## config.mk

```make
export PLATFORM = sky130hd
export DESIGN_NAME = dispatch_top
export DESIGN_NICKNAME = d
export VERILOG_FILES = /design/src/verilog/procyon_pkg.sv /design/src/verilog/rob_if.sv /design/src/verilog/commit_unit.sv /design/src/verilog/decode_rename.sv /design/src/verilog/dispatch_top.sv /design/src/verilog/register_map.sv /design/src/verilog/reorder_buffer.sv
export SDC_FILE = /design/constraint.sdc
export NUM_CORES = 1
export LEC_CHECK = 0
export ABC_AREA = 0
export BUFFER_PORTS_ARGS = -buffer_cell sky130_fd_sc_hd__buf_2
export CAP_MARGIN = 5
export CELL_PAD_IN_SITES_DETAIL_PLACEMENT = 0
export CELL_PAD_IN_SITES_GLOBAL_PLACEMENT = 1
export CORE_MARGIN = 8
export CORE_UTILIZATION = 40
export DETAILED_ROUTE_END_ITERATION = 16
export PLACE_DENSITY_LB_ADDON = 0.1
export SLEW_MARGIN = 15
export SYNTH_ARGS = -nofsm -noshare
export SYNTH_HDL_FRONTEND = slang
export SYNTH_SLANG_ARGS = --single-unit
```

## constraint.sdc

```tcl
create_clock -name clk -period 6.1 [get_ports clk]
set_input_delay 0 -clock clk [delete_from_list [all_inputs] [get_ports clk]]
set_output_delay 0 -clock clk [all_outputs]
set_load 0.05 [all_outputs]
```

## src/verilog/procyon_pkg.sv

```systemverilog
/*
 * Shared widths, ROB sizing and encodings for the dispatch front end.
 * ROB_DEPTH must be a power of two, since the ROB pointers wrap naturally.
 * Only the RV32I major opcodes are listed; funct3 and funct7 are not decoded.
 */
`default_nettype none

package procyon_pkg;

    // Instruction word and PC widths
    localparam int DATA_WIDTH    = 32;
    localparam int ADDR_WIDTH    = 32;

    // Architectural register index, 32 registers
    localparam int REG_IDX_WIDTH = 5;

    // Reorder buffer sizing, the tag is an entry index
    localparam int ROB_DEPTH     = 8;
    localparam int ROB_TAG_WIDTH = $clog2(ROB_DEPTH);

    // RV32I major opcodes (insn[6:0])
    typedef enum logic [6:0] {
        OPIMM  = 7'b0010011,
        LUI    = 7'b0110111,
        AUIPC  = 7'b0010111,
        OP     = 7'b0110011,
        JAL    = 7'b1101111,
        JALR   = 7'b1100111,
        BRANCH = 7'b1100011,
        LOAD   = 7'b0000011,
        STORE  = 7'b0100011
    } opcode_e;

    // Kind of operation held in a ROB entry
    typedef enum logic [1:0] {
        INT = 2'b00,
        LD  = 2'b01,
        ST  = 2'b10,
        BR  = 2'b11
    } rob_op_e;

endpackage

`default_nettype wire

```

## src/verilog/rob_if.sv

```systemverilog
/*
 * ROB enqueue and dequeue buses.
 * On rob_enq_if the tag flows back from the ROB and is valid every cycle.
 * On rob_deq_if pop may only be raised while valid is high.
 */
`default_nettype none

interface rob_enq_if import procyon_pkg::*; ();
    logic                     en;
    logic [ADDR_WIDTH-1:0]    pc;
    rob_op_e                  op;
    logic [REG_IDX_WIDTH-1:0] rdest;
    logic [ROB_TAG_WIDTH-1:0] tag;

    modport producer (output en, pc, op, rdest, input tag);
    modport buffer   (input en, pc, op, rdest, output tag);
endinterface

interface rob_deq_if import procyon_pkg::*; ();
    logic                     valid;
    logic [ADDR_WIDTH-1:0]    pc;
    rob_op_e                  op;
    logic [REG_IDX_WIDTH-1:0] rdest;
    logic [ROB_TAG_WIDTH-1:0] tag;
    logic                     pop;

    modport buffer   (output valid, pc, op, rdest, tag, input pop);
    modport consumer (input valid, pc, op, rdest, tag, output pop);
endinterface

`default_nettype wire
```

## src/verilog/commit_unit.sv

```systemverilog
/*
 * Retires the ROB head into a one-entry commit slot.
 * The slot is refilled when empty or when i_commit_ready drains it.
 * The map release goes out in the pop cycle, one cycle ahead of o_commit_valid.
 */
`default_nettype none

module commit_unit
    import procyon_pkg::*;
(
    input  logic                     clk,
    input  logic                     i_rst_n,
    input  logic                     i_flush,
    input  logic                     i_commit_ready,

    rob_deq_if.consumer              deq,

    // Register map release
    output logic                     o_release_en,
    output logic [REG_IDX_WIDTH-1:0] o_release_rdest,
    output logic [ROB_TAG_WIDTH-1:0] o_release_tag,

    // Retired instruction
    output logic                     o_commit_valid,
    output logic [ADDR_WIDTH-1:0]    o_commit_pc,
    output rob_op_e                  o_commit_op,
    output logic [REG_IDX_WIDTH-1:0] o_commit_rdest,
    output logic [ROB_TAG_WIDTH-1:0] o_commit_tag
);

    logic pop;

    assign pop     = deq.valid && (!o_commit_valid || i_commit_ready);
    assign deq.pop = pop;

    assign o_release_en    = pop;
    assign o_release_rdest = deq.rdest;
    assign o_release_tag   = deq.tag;

    always_ff @(posedge clk) begin
        if (!i_rst_n || i_flush) begin
            o_commit_valid <= 1'b0;
        end else if (pop) begin
            o_commit_valid <= 1'b1;
        end else if (i_commit_ready) begin
            o_commit_valid <= 1'b0;
        end
    end

    always_ff @(posedge clk) begin
        if (pop) begin
            o_commit_pc    <= deq.pc;
            o_commit_op    <= deq.op;
            o_commit_rdest <= deq.rdest;
            o_commit_tag   <= deq.tag;
        end
    end

endmodule

`default_nettype wire

```

## src/verilog/decode_rename.sv

```systemverilog
/*
 * Decode and rename stage, one instruction per cycle.
 * Source readiness is a snapshot taken at acceptance; there is no later wakeup.
 * o_rs_en holds while i_rs_stall is high, the ROB enqueue strobe is a single pulse.
 */
`default_nettype none

module decode_rename
    import procyon_pkg::*;
(
    input  logic                     clk,
    input  logic                     i_rst_n,
    input  logic                     i_flush,
    input  logic                     i_rs_stall,

    // Fetch side
    input  logic [ADDR_WIDTH-1:0]    i_dispatch_pc,
    input  logic [DATA_WIDTH-1:0]    i_dispatch_insn,
    input  logic                     i_dispatch_valid,

    input  logic                     i_rob_full,

    // Register map lookup and rename
    output logic [REG_IDX_WIDTH-1:0] o_lookup_rsrc [2],
    input  logic [ROB_TAG_WIDTH-1:0] i_lookup_tag [2],
    input  logic                     i_lookup_busy [2],
    output logic                     o_rename_en,
    output logic [REG_IDX_WIDTH-1:0] o_rename_rdest,
    output logic [ROB_TAG_WIDTH-1:0] o_rename_tag,

    rob_enq_if.producer              enq,

    output logic                     o_dispatch_stall,

    // Reservation station port
    output logic                     o_rs_en,
    output opcode_e                  o_rs_opcode,
    output logic [ADDR_WIDTH-1:0]    o_rs_pc,
    output logic [DATA_WIDTH-1:0]    o_rs_insn,
    output logic [ROB_TAG_WIDTH-1:0] o_rs_dst_tag,
    output logic [ROB_TAG_WIDTH-1:0] o_rs_src_tag [2],
    output logic                     o_rs_src_rdy [2]
);

    opcode_e                  opcode;
    rob_op_e                  rob_op;
    logic [REG_IDX_WIDTH-1:0] rdest;
    logic                     has_rdest;
    logic                     rs1_unused;
    logic                     rs2_unused;
    logic                     src_rdy [2];
    logic                     accept;

    // Instruction fields
    assign opcode           = opcode_e'(i_dispatch_insn[6:0]);
    assign o_lookup_rsrc[0] = i_dispatch_insn[19:15];
    assign o_lookup_rsrc[1] = i_dispatch_insn[24:20];

    // Stores and branches write no register
    assign has_rdest = !(opcode == STORE || opcode == BRANCH);
    assign rdest     = has_rdest ? i_dispatch_insn[11:7] : '0;

    always_comb begin
        case (opcode)
            LOAD:              rob_op = LD;
            STORE:             rob_op = ST;
            BRANCH, JAL, JALR: rob_op = BR;
            default:           rob_op = INT;
        endcase
    end

    // Operands the format does not read count as ready
    assign rs1_unused = opcode inside {LUI, AUIPC, JAL};
    assign rs2_unused = !(opcode inside {OP, BRANCH, STORE});
    assign src_rdy[0] = !i_lookup_busy[0] || rs1_unused;
    assign src_rdy[1] = !i_lookup_busy[1] || rs2_unused;

    assign o_dispatch_stall = i_rob_full || i_rs_stall;
    assign accept           = i_dispatch_valid && !o_dispatch_stall;

    // Rename uses the tag the ROB offers this cycle
    assign o_rename_en    = accept;
    assign o_rename_rdest = rdest;
    assign o_rename_tag   = enq.tag;

    always_ff @(posedge clk) begin
        if (!i_rst_n || i_flush) begin
            enq.en  <= 1'b0;
            o_rs_en <= 1'b0;
        end else begin
            enq.en <= accept;
            // RS keeps seeing the same request until it stops stalling
            if (!i_rs_stall) begin
                o_rs_en <= accept;
            end
        end
    end

    always_ff @(posedge clk) begin
        if (accept) begin
            enq.pc          <= i_dispatch_pc;
            enq.op          <= rob_op;
            enq.rdest       <= rdest;
            o_rs_opcode     <= opcode;
            o_rs_pc         <= i_dispatch_pc;
            o_rs_insn       <= i_dispatch_insn;
            o_rs_dst_tag    <= enq.tag;
            o_rs_src_tag[0] <= i_lookup_tag[0];
            o_rs_src_tag[1] <= i_lookup_tag[1];
            o_rs_src_rdy[0] <= src_rdy[0];
            o_rs_src_rdy[1] <= src_rdy[1];
        end
    end

endmodule

`default_nettype wire

```

## src/verilog/dispatch_top.sv

```systemverilog
/*
 * Dispatch front end: decode and rename, register map, ROB and commit.
 * Accepted instructions commit three cycles later when the ROB is empty
 * and i_commit_ready is high. i_flush discards everything in flight.
 */
`default_nettype none

module dispatch_top
    import procyon_pkg::*;
(
    input  logic                     clk,
    input  logic                     i_rst_n,
    input  logic                     i_flush,
    input  logic                     i_rs_stall,

    input  logic [ADDR_WIDTH-1:0]    i_dispatch_pc,
    input  logic [DATA_WIDTH-1:0]    i_dispatch_insn,
    input  logic                     i_dispatch_valid,
    output logic                     o_dispatch_stall,

    output logic                     o_rs_en,
    output opcode_e                  o_rs_opcode,
    output logic [ADDR_WIDTH-1:0]    o_rs_pc,
    output logic [DATA_WIDTH-1:0]    o_rs_insn,
    output logic [ROB_TAG_WIDTH-1:0] o_rs_dst_tag,
    output logic [ROB_TAG_WIDTH-1:0] o_rs_src_tag [2],
    output logic                     o_rs_src_rdy [2],

    input  logic                     i_commit_ready,
    output logic                     o_commit_valid,
    output logic [ADDR_WIDTH-1:0]    o_commit_pc,
    output rob_op_e                  o_commit_op,
    output logic [REG_IDX_WIDTH-1:0] o_commit_rdest,
    output logic [ROB_TAG_WIDTH-1:0] o_commit_tag
);

    logic [REG_IDX_WIDTH-1:0] lookup_rsrc [2];
    logic [ROB_TAG_WIDTH-1:0] lookup_tag [2];
    logic                     lookup_busy [2];
    logic                     rename_en;
    logic [REG_IDX_WIDTH-1:0] rename_rdest;
    logic [ROB_TAG_WIDTH-1:0] rename_tag;
    logic                     release_en;
    logic [REG_IDX_WIDTH-1:0] release_rdest;
    logic [ROB_TAG_WIDTH-1:0] release_tag;
    logic                     rob_full;

    rob_enq_if enq_bus ();
    rob_deq_if deq_bus ();

    decode_rename u_decode_rename (
        .clk              (clk),
        .i_rst_n          (i_rst_n),
        .i_flush          (i_flush),
        .i_rs_stall       (i_rs_stall),
        .i_dispatch_pc    (i_dispatch_pc),
        .i_dispatch_insn  (i_dispatch_insn),
        .i_dispatch_valid (i_dispatch_valid),
        .i_rob_full       (rob_full),
        .o_lookup_rsrc    (lookup_rsrc),
        .i_lookup_tag     (lookup_tag),
        .i_lookup_busy    (lookup_busy),
        .o_rename_en      (rename_en),
        .o_rename_rdest   (rename_rdest),
        .o_rename_tag     (rename_tag),
        .enq              (enq_bus),
        .o_dispatch_stall (o_dispatch_stall),
        .o_rs_en          (o_rs_en),
        .o_rs_opcode      (o_rs_opcode),
        .o_rs_pc          (o_rs_pc),
        .o_rs_insn        (o_rs_insn),
        .o_rs_dst_tag     (o_rs_dst_tag),
        .o_rs_src_tag     (o_rs_src_tag),
        .o_rs_src_rdy     (o_rs_src_rdy)
    );

    register_map u_register_map (
        .clk             (clk),
        .i_rst_n         (i_rst_n),
        .i_flush         (i_flush),
        .i_lookup_rsrc   (lookup_rsrc),
        .o_lookup_tag    (lookup_tag),
        .o_lookup_busy   (lookup_busy),
        .i_rename_en     (rename_en),
        .i_rename_rdest  (rename_rdest),
        .i_rename_tag    (rename_tag),
        .i_release_en    (release_en),
        .i_release_rdest (release_rdest),
        .i_release_tag   (release_tag)
    );

    reorder_buffer u_reorder_buffer (
        .clk     (clk),
        .i_rst_n (i_rst_n),
        .i_flush (i_flush),
        .enq     (enq_bus),
        .deq     (deq_bus),
        .o_full  (rob_full)
    );

    commit_unit u_commit_unit (
        .clk             (clk),
        .i_rst_n         (i_rst_n),
        .i_flush         (i_flush),
        .i_commit_ready  (i_commit_ready),
        .deq             (deq_bus),
        .o_release_en    (release_en),
        .o_release_rdest (release_rdest),
        .o_release_tag   (release_tag),
        .o_commit_valid  (o_commit_valid),
        .o_commit_pc     (o_commit_pc),
        .o_commit_op     (o_commit_op),
        .o_commit_rdest  (o_commit_rdest),
        .o_commit_tag    (o_commit_tag)
    );

endmodule

`default_nettype wire

```

## src/verilog/register_map.sv

```systemverilog
/*
 * Rename table with a busy bit and a writer tag per architectural register.
 * Lookups read the state before the edge; x0 is never busy.
 * A rename beats a release of the same register in the same cycle.
 */
`default_nettype none

module register_map
    import procyon_pkg::*;
(
    input  logic                     clk,
    input  logic                     i_rst_n,
    input  logic                     i_flush,

    // Source lookup
    input  logic [REG_IDX_WIDTH-1:0] i_lookup_rsrc [2],
    output logic [ROB_TAG_WIDTH-1:0] o_lookup_tag [2],
    output logic                     o_lookup_busy [2],

    // Destination rename from dispatch
    input  logic                     i_rename_en,
    input  logic [REG_IDX_WIDTH-1:0] i_rename_rdest,
    input  logic [ROB_TAG_WIDTH-1:0] i_rename_tag,

    // Release from commit
    input  logic                     i_release_en,
    input  logic [REG_IDX_WIDTH-1:0] i_release_rdest,
    input  logic [ROB_TAG_WIDTH-1:0] i_release_tag
);

    logic [2**REG_IDX_WIDTH-1:0] map_busy;
    logic [ROB_TAG_WIDTH-1:0]    map_tag [2**REG_IDX_WIDTH];
    logic                        release_hit;

    always_comb begin
        for (int i = 0; i < 2; i++) begin
            o_lookup_busy[i] = map_busy[i_lookup_rsrc[i]];
            o_lookup_tag[i]  = map_tag[i_lookup_rsrc[i]];
        end
    end

    // Only the newest writer may clear the entry
    assign release_hit = i_release_en && (map_tag[i_release_rdest] == i_release_tag);

    always_ff @(posedge clk) begin
        if (!i_rst_n || i_flush) begin
            map_busy <= '0;
        end else begin
            if (release_hit) begin
                map_busy[i_release_rdest] <= 1'b0;
            end
            // Later assignment, so a same-cycle rename wins
            if (i_rename_en && i_rename_rdest != '0) begin
                map_busy[i_rename_rdest] <= 1'b1;
            end
        end
    end

    always_ff @(posedge clk) begin
        if (i_rename_en) begin
            map_tag[i_rename_rdest] <= i_rename_tag;
        end
    end

endmodule

`default_nettype wire

```

## src/verilog/reorder_buffer.sv

```systemverilog
/*
 * In-order circular reorder buffer, entries are complete when enqueued.
 * The offered tag already counts the enqueue pending this cycle.
 * full keeps one slot spare for the registered enqueue still in flight.
 */
`default_nettype none

module reorder_buffer
    import procyon_pkg::*;
(
    input  logic        clk,
    input  logic        i_rst_n,
    input  logic        i_flush,

    rob_enq_if.buffer   enq,
    rob_deq_if.buffer   deq,

    output logic        o_full
);

    // Entry storage
    logic [ADDR_WIDTH-1:0]    rob_pc [ROB_DEPTH];
    rob_op_e                  rob_op [ROB_DEPTH];
    logic [REG_IDX_WIDTH-1:0] rob_rdest [ROB_DEPTH];

    logic [ROB_TAG_WIDTH-1:0] head;
    logic [ROB_TAG_WIDTH-1:0] tail;
    logic [ROB_TAG_WIDTH:0]   count;
    logic [ROB_TAG_WIDTH:0]   pending_cnt;

    // Tag for the next enqueue
    assign enq.tag = tail + {{(ROB_TAG_WIDTH-1){1'b0}}, enq.en};

    assign pending_cnt = count + {{ROB_TAG_WIDTH{1'b0}}, enq.en};
    assign o_full      = pending_cnt >= (ROB_TAG_WIDTH+1)'(ROB_DEPTH - 1);

    // Head entry, its index is its tag
    assign deq.valid = (count != '0);
    assign deq.pc    = rob_pc[head];
    assign deq.op    = rob_op[head];
    assign deq.rdest = rob_rdest[head];
    assign deq.tag   = head;

    always_ff @(posedge clk) begin
        if (!i_rst_n || i_flush) begin
            head  <= '0;
            tail  <= '0;
            count <= '0;
        end else begin
            if (enq.en) begin
                tail <= tail + 1'b1;
            end
            if (deq.pop) begin
                head <= head + 1'b1;
            end
            count <= count + {{ROB_TAG_WIDTH{1'b0}}, enq.en}
                           - {{ROB_TAG_WIDTH{1'b0}}, deq.pop};
        end
    end

    always_ff @(posedge clk) begin
        if (enq.en) begin
            rob_pc[tail]    <= enq.pc;
            rob_op[tail]    <= enq.op;
            rob_rdest[tail] <= enq.rdest;
        end
    end

endmodule

`default_nettype wire

```

## After elaboration in Yosys (flattened, before gate mapping)

Memories as Yosys holds them, arrays and structs flattened. A register that Yosys moved wholly into a read port is not among the register bits.
Cells that the tools add are included.

| word-level totals | value |
|---|---|
| bits in registers | 136 |
| bits in latches | 0 |
| memory bits (writable) | 408 |
| ROM bits | 0 |
| input bits | 70 |
| output and inout port bits | 127 |
| logic and storage cells | 90 |
| memories kept | 4 |

| operators by class | value |
|---|---|
| add/sub/neg operators | 5 |
| multiply operators | 0 |
| div/mod/pow operators | 0 |
| order comparisons | 7 |
| equal/unequal tests | 9 |
| shift-type cells | 0 |
| mux-type cells | 21 |
| bitwise gates (word level) | 3 |
| reductions and logical operators | 24 |

Memories:

| memory | depth | width | rd ports | clocked after Yosys merged registers in | write ports | RTL line | source |
|---|---|---|---|---|---|---|---|
| u_reorder_buffer.rob_pc | 8 | 32 | 1 | 1 | 1 | reorder_buffer.sv:22 | `logic [ADDR_WIDTH-1:0] rob_pc [ROB_DEPTH];` |
| u_register_map.map_tag | 32 | 3 | 3 | 2 | 1 | register_map.sv:32 | `logic [ROB_TAG_WIDTH-1:0] map_tag [2**REG_IDX_WIDTH];` |
| u_reorder_buffer.rob_rdest | 8 | 5 | 1 | 1 | 1 | reorder_buffer.sv:24 | `logic [REG_IDX_WIDTH-1:0] rob_rdest [ROB_DEPTH];` |
| u_reorder_buffer.rob_op | 8 | 2 | 1 | 1 | 1 | reorder_buffer.sv:23 | `rob_op_e rob_op [ROB_DEPTH];` |

Operators by type and width:

| operator | count |
|---|---|
| 2-to-1 mux 32 bit | 3 |
| bitwise AND 32 bit | 1 |
| inverter 32 bit | 1 |
| OR 32 bit | 1 |
| less-than comparator 5 x 6 -> 1 bit, second input constant | 4 |
| equality test 7 x 6 -> 1 bit, second input constant | 3 |
| equality test 7 bit, second input constant | 3 |
| binary-select mux 1 bit (select 5 bit) | 2 |
| demux 1 bit (select 5 bit) | 2 |
| greater-or-equal comparator 5 x 1 -> 1 bit, second input constant | 2 |
| 2-to-1 mux 1 bit | 10 |
| equality test 7 x 2 -> 1 bit, second input constant | 1 |
| equality test 7 x 5 -> 1 bit, second input constant | 1 |
| adder 3 x 1 -> 3 bit, second input constant | 2 |
| logical AND 1 bit | 6 |
| logical NOT 1 bit | 6 |
| logical OR 1 bit | 6 |
| 2-to-1 mux 3 bit | 2 |
| case mux 2 bit (3 select lines) | 1 |
| nonzero test 3 bit | 2 |
| 2-to-1 mux 5 bit | 1 |
| nonzero test 5 bit | 1 |
| adder 4 x 1 -> 4 bit | 1 |
| greater-or-equal comparator 4 x 3 -> 1 bit, second input constant | 1 |
| other kinds (6) | 6 |

## Logic depth before layout (Yosys ltp)

| logic depth | value |
|---|---|
| word-level depth | 10 |
| depth in mapped cells | 14 |
| depth with buffers taken out | 11 |

## Hierarchy

A second synthesis with hierarchy kept.

| unflattened totals | value |
|---|---|
| cells, all modules | 1264 |
| area, all modules | 24297.1 µm² |

By module, submodules not included:

| module | instances | cells each | area an instance (µm²) |
|---|---|---|---|
| reorder_buffer | 1 | 520 | 12415.7 |
| register_map | 1 | 520 | 7428.4 |
| decode_rename | 1 | 167 | 3062.9 |
| commit_unit | 1 | 57 | 1390.1 |

## Worst setup path before layout

No wires, ideal clock.

| timing path | value |
|---|---|
| path kind | flip-flop to flip-flop |
| start | register u_decode_rename.enq.en |
| end | memory u_register_map.map_tag[28][0] (netlist name), enable pin |
| library setup time | 0.342 ns |
| arrival | 4.327 ns |
| setup slack | 1.432 ns |
| stages on the path, launching flop included | 10 |
| buffers on the path | 0 |
| clock period less this slack | 4.668 ns |
| cell sequence | dfxtp_1 > ha_1 > ha_1 > xor2_1 > a311o_1 > inv_1 > nand2_1 > inv_1 > nand3_1 > nor2_1 |

| between the ends | value |
|---|---|
| cells in the longest elaborated chain, start to end | 7 |

Ends and longest elaborated chain:

| item | RTL line | source |
|---|---|---|
| start, declared | rob_if.sv:15 | `modport producer (output en, pc, op, rdest, input tag);` |
| start signal, assigned | decode_rename.sv:91 | `enq.en <= accept;` |
| adder 4 x 1 -> 4 bit | reorder_buffer.sv:34 | `assign pending_cnt = count + {{ROB_TAG_WIDTH{1'b0}}, enq.en};` |
| greater-or-equal comparator 4 x 3 -> 1 bit | reorder_buffer.sv:35 | `assign o_full = pending_cnt >= (ROB_TAG_WIDTH+1)'(ROB_DEPTH - 1);` |
| logical OR 1 bit | decode_rename.sv:78 | `assign o_dispatch_stall = i_rob_full \|\| i_rs_stall;` |
| net o_dispatch_stall | dispatch_top.sv:19 | `output logic o_dispatch_stall,` |
| logical NOT 1 bit | decode_rename.sv:79 | `assign accept = i_dispatch_valid && !o_dispatch_stall;` |
| logical AND 1 bit | decode_rename.sv:79 |  |
| net rename_en | dispatch_top.sv:40 | `logic rename_en;` |
| 2-to-1 mux 1 bit | register_map.sv:60 | `if (i_rename_en) begin` |
| 2-to-1 mux 1 bit (not written as such) | register_map.sv:61 | `map_tag[i_rename_rdest] <= i_rename_tag;` |
| end, declared | register_map.sv:32 |  |

The timed path passes the listed nets, and every way through them passes these cells.

==> results by group <==
Clock network
  – Post-CTS Setup Bufs: 0
  – Root buf cell: clkbuf_16
  – H-tree depth: 3
  – CTS tree: built
  – CTS max path bufs: 3
  – Clock-pin slew of the registers on the worst-case setup and hold paths: 0.06 ns
  – Num CTS Buffers: 66
  – CTS Sinks: 580
  – Clock latency on the worst-skew pair: 0.60 ns

Die
  – Core area: 59020 um^2
  – Rows: 89
  – Die width: 260.3 um
  – Full die area: 67770 um^2
  – # IOs: 197
  – Die Y-Extent: 260.3 um
  – Starting Density: 40.46%

Drt
  – Antenna Nets Post-Route: 0
  – 1st-pass router iterations: 5
  – DRT iter0 DRCs: 815
  – Residual DRC: 0
  – Final WL: 59910 um
  – Vias per cell: 5.459
  – Per-cell routed wire length: 25.88 um
  – Vias: 12638

Placed design
  – I/O Buffers: 196
  – Final Wtd Congestion: 0.8364
  – Detailed Place HPWL: 36730 um
  – Placed insts: 2134

Worst setup path
  – Crit-path cells: mux2_1 > a2bb2oi_2 > nand2_1 > clkinv_2 > mux2i_1 > a221oi_1 > o22ai_2 > o21ai_2 > nand4b_4 > nor3_4 > a21oi_2
  – Worst Path Required: 6.55 ns
  – Setup CP Type: register to register
  – CP arrival: 5.03 ns
  – R2R depth: 11
  – CP max stage cell: clkinv_2
  – Cell family with most CP delay: compound AO/OA/AOI/OAI gates
  – CP max FO: 51
  – FF-to-FF End: u_register_map.map_busy[18]
  – R2R Setup Slk: 1.52 ns
  – Cell depth of the worst setup path: 11
  – Worst stage delay on the critical path: 0.86 ns
  – CP Capture Point: u_register_map.map_busy[18]
  – Crit end category: register
  – Buf/Inv on CP: 1
  – Worst Setup Start Kind: register

Hold path
  – Min-delay worst type: primary input to register

STA
  – Final Hold Fails: 0
  – Max-slew violations: 0
  – Rel. slew slack: 23.66%
  – Worst Tran Pin Value: 1.145 ns
  – Setup violators final: 0
  – Crit share post-route: 75.08%
  – Peak Freq: 218.4 MHz
  – RSZ-0062 raised after global routing: no
  – Clock Skew: 0.01933 ns
  – Hold_ws: 0.04802 ns
  – Final Critical Period: 4.580 ns
  – Setup TNS: 0 ns

GRT
  – Total gr overflow: 0
  – First-pass GRT wire length: 88490 um
  – Largest net degree at the start of global routing: 64
  – Vias in the first global route: 13652
  – Initial antenna violation count: 0
  – GRT Util Overall: 17.73%

Run status
  – Run status: finished, final reports clean

Synthesis
  – Netlist cell types: 55
  – Ys flop type: edfxtp_1
  – Largest cells by area after synthesis: edfxtp_1 67%, mux4_2 15%, dfxtp_1 4.0%
  – Leading area contributor after synthesis: edfxtp_1
  – Async set-reset flop share out of synthesis: 0%
  – Post-synth EDFFs: 532
  – Sequential area share after synthesis: 70.92%
  – Top-count cell post-synth: edfxtp_1
  – Warnings from Yosys: 0
  – Top-area cell type share of the netlist area: 66.90%
  – Synth Register Bits: 580
  – Syn_area_per_cell: 19.64 um^2
  – Synthesized Nets: 1294
  – Post-Synthesis Cell Area: 23880 um^2
  – Most frequent cells after synthesis: 532 x edfxtp_1, 154 x mux4_2, 74 x nor2_1, 53 x mux2i_1, 48 x dfxtp_1
  – Instance count of the mapped netlist: 1216

Power
  – Logic pwr share: 19.8%
  – Overall power: 0.01110 W
  – Leakage: 9.569 nW
  – NetSw: 0.003310 W
  – Cell Int Power: 0.007795 W
  – Sw Ratio: 29.80%
  – Pwr Density: 388.3 nW/um^2
  – Seq pwr share: 44.1%
  – VDD IR max: 367.0 uV
  – Clk pwr share: 36.1%

Layout
  – Antenna Cells: 0
  – Area Growth Syn to Fin: 19.74%
  – Layout cell share with drive strength beyond 1: 38.20%
  – Nets: 1574
  – Final Non-Filler Cells: 2315

Job
  – Max cap viols: 0
-- power by group through the flow --
| stage | Clock (W) | Sequential, W | Combinational [W] |
|---|---|---|---|
| final | 0.00401 | 0.00490 | 0.00220 |
| after global routing | 0.00426 | 0.00494 | 0.00233 |
| after CTS | 0.00412 | 0.00491 | 0.00225 |
| after detailed placement | 0 | 0.00499 | 0.00221 |
| after global placement | 0 | 0.00499 | 0.00220 |
| after floorplan | 0 | 0.00555 | 0.00103 |
-- through the flow --
stage | util (%) | instance area (um^2) | setup WS, ns
after global placement | 43.56 | 25710 | 1.641
after detailed placement | 43.57 | 25710 | 1.563
after floorplan | - | 23880 | 1.432
after CTS | 48.45 | 28590 | 1.529
final | 48.45 | 28590 | 1.520
after global routing | 48.45 | 28590 | 1.281
-- final cells by class --
type / count / area (um^2)
sequential: 580 / 16950
fill: 4984 / 30420
multi-input combinational: 553 / 6631
inverter: 15 / 62.56
tap: 773 / 967.2
clock inverter: 30 / 376.6
timing repair buffer: 280 / 1779
clock buffer: 84 / 1833
-- cells in the final DEF (no fill, tap or decap), types with 6 or more instances in the layout --
master	instances
a221oi_1	20
dlygate4sd3_1	67
bufinv_16	7
edfxtp_1	532
nor3_2	8
mux2_2	42
nor2_1	68
buf_4	17
dfxtp_1	45
mux2i_1	53
inv_1	9
ha_1	7
clkbuf_16	69
mux4_2	154
clkbuf_1	10
clkinv_2	10
a21oi_2	32
nand3_1	14
o21ai_0	31
a21oi_1	7
nor2_4	6
nand2b_1	6
nor2b_1	14
buf_2	196
nand2_1	20
nor3_1	15
-- routing by layer --
| layer | GRT usage [%] | wire (um) | vias to the layer above |
|---|---|---|---|
| li1 | - | - | 5560 |
| met1 | 24.15 | 26570 | 6634 |
| met2 | 28.98 | 28980 | 346 |
| met3 | 3.554 | 2985 | 98 |
| met4 | 4.835 | 1370 | 0 |
| met5 | 0 | 0 | - |
-- worst min-delay path by stage --
| stage | start | endpoint | slack, ns | depth (start not counted) |
|---|---|---|---|---|
| 2_1_floorplan | i_dispatch_pc[0] | u_decode_rename.enq.pc[0] | 0.1 | 0 |
| 3_5_place_dp | i_dispatch_pc[27] | u_decode_rename.enq.pc[27] | 0.18 | 1 |
| 5_1_grt | i_dispatch_pc[19] | u_decode_rename.enq.pc[19] | 0.09 | 2 |
| 6_report | i_rst_n | u_reorder_buffer.count[0] | 0.05 | 3 |
| 4_1_cts | i_rst_n | u_reorder_buffer.count[0] | 0.03 | 3 |
| 3_3_place_gp | i_dispatch_pc[6] | u_decode_rename.enq.pc[6] | 0.18 | 1 |
-- state kept, by name, summed over array words and instances, names as in the netlist, 5 cells and up, named ones only --
name                          flops
u_commit_unit.o_commit_pc        32
u_decode_rename.enq.pc           32
u_decode_rename.o_rs_src_tag      6
u_register_map.map_busy          32
u_commit_unit.o_commit_rdest      5
u_reorder_buffer.rob_op          16
u_reorder_buffer.rob_rdest       40
u_decode_rename.o_rs_insn        32
u_decode_rename.enq.rdest         5
u_register_map.map_tag           96
u_reorder_buffer.rob_pc         256
-- worst register-to-register path: stages (launching register included) --
cell and delay [ns]:
dfxtp_1 0.80, mux2_1 0.40, a2bb2oi_2 0.13, nand2_1 0.14, clkinv_2 0.86, mux2i_1 0.41
a221oi_1 0.42, o22ai_2 0.18, o21ai_2 0.20, nand4b_4 0.21, nor3_4 0.57, a21oi_2 0.11
-- cells by family (layout without fill, tap and decap cells) --
| logic type | after synthesis | after routing | synth area share, % |
|---|---|---|---|
| flip-flops | 580 | 580 | 70.92 |
| multiplexers | 256 | 256 | 19.37 |
| AND/OR/NAND/NOR | 173 | 173 | 3.746 |
| AO/OA/AOI/OAI | 107 | 107 | 3.442 |
| buffers and inverters | 83 | 409 | 1.692 |
| XOR/XNOR | 9 | 9 | 0.4087 |
| adder cells (fa/ha/maj) | 8 | 8 | 0.4192 |
-- timing repair --
action,CTS,global route
hold buffers,67,0
resized for setup,0,0
endpoints found under the hold margin,126,0
setup endpoints to repair,0,0
(Power assumes the default switching activity.)
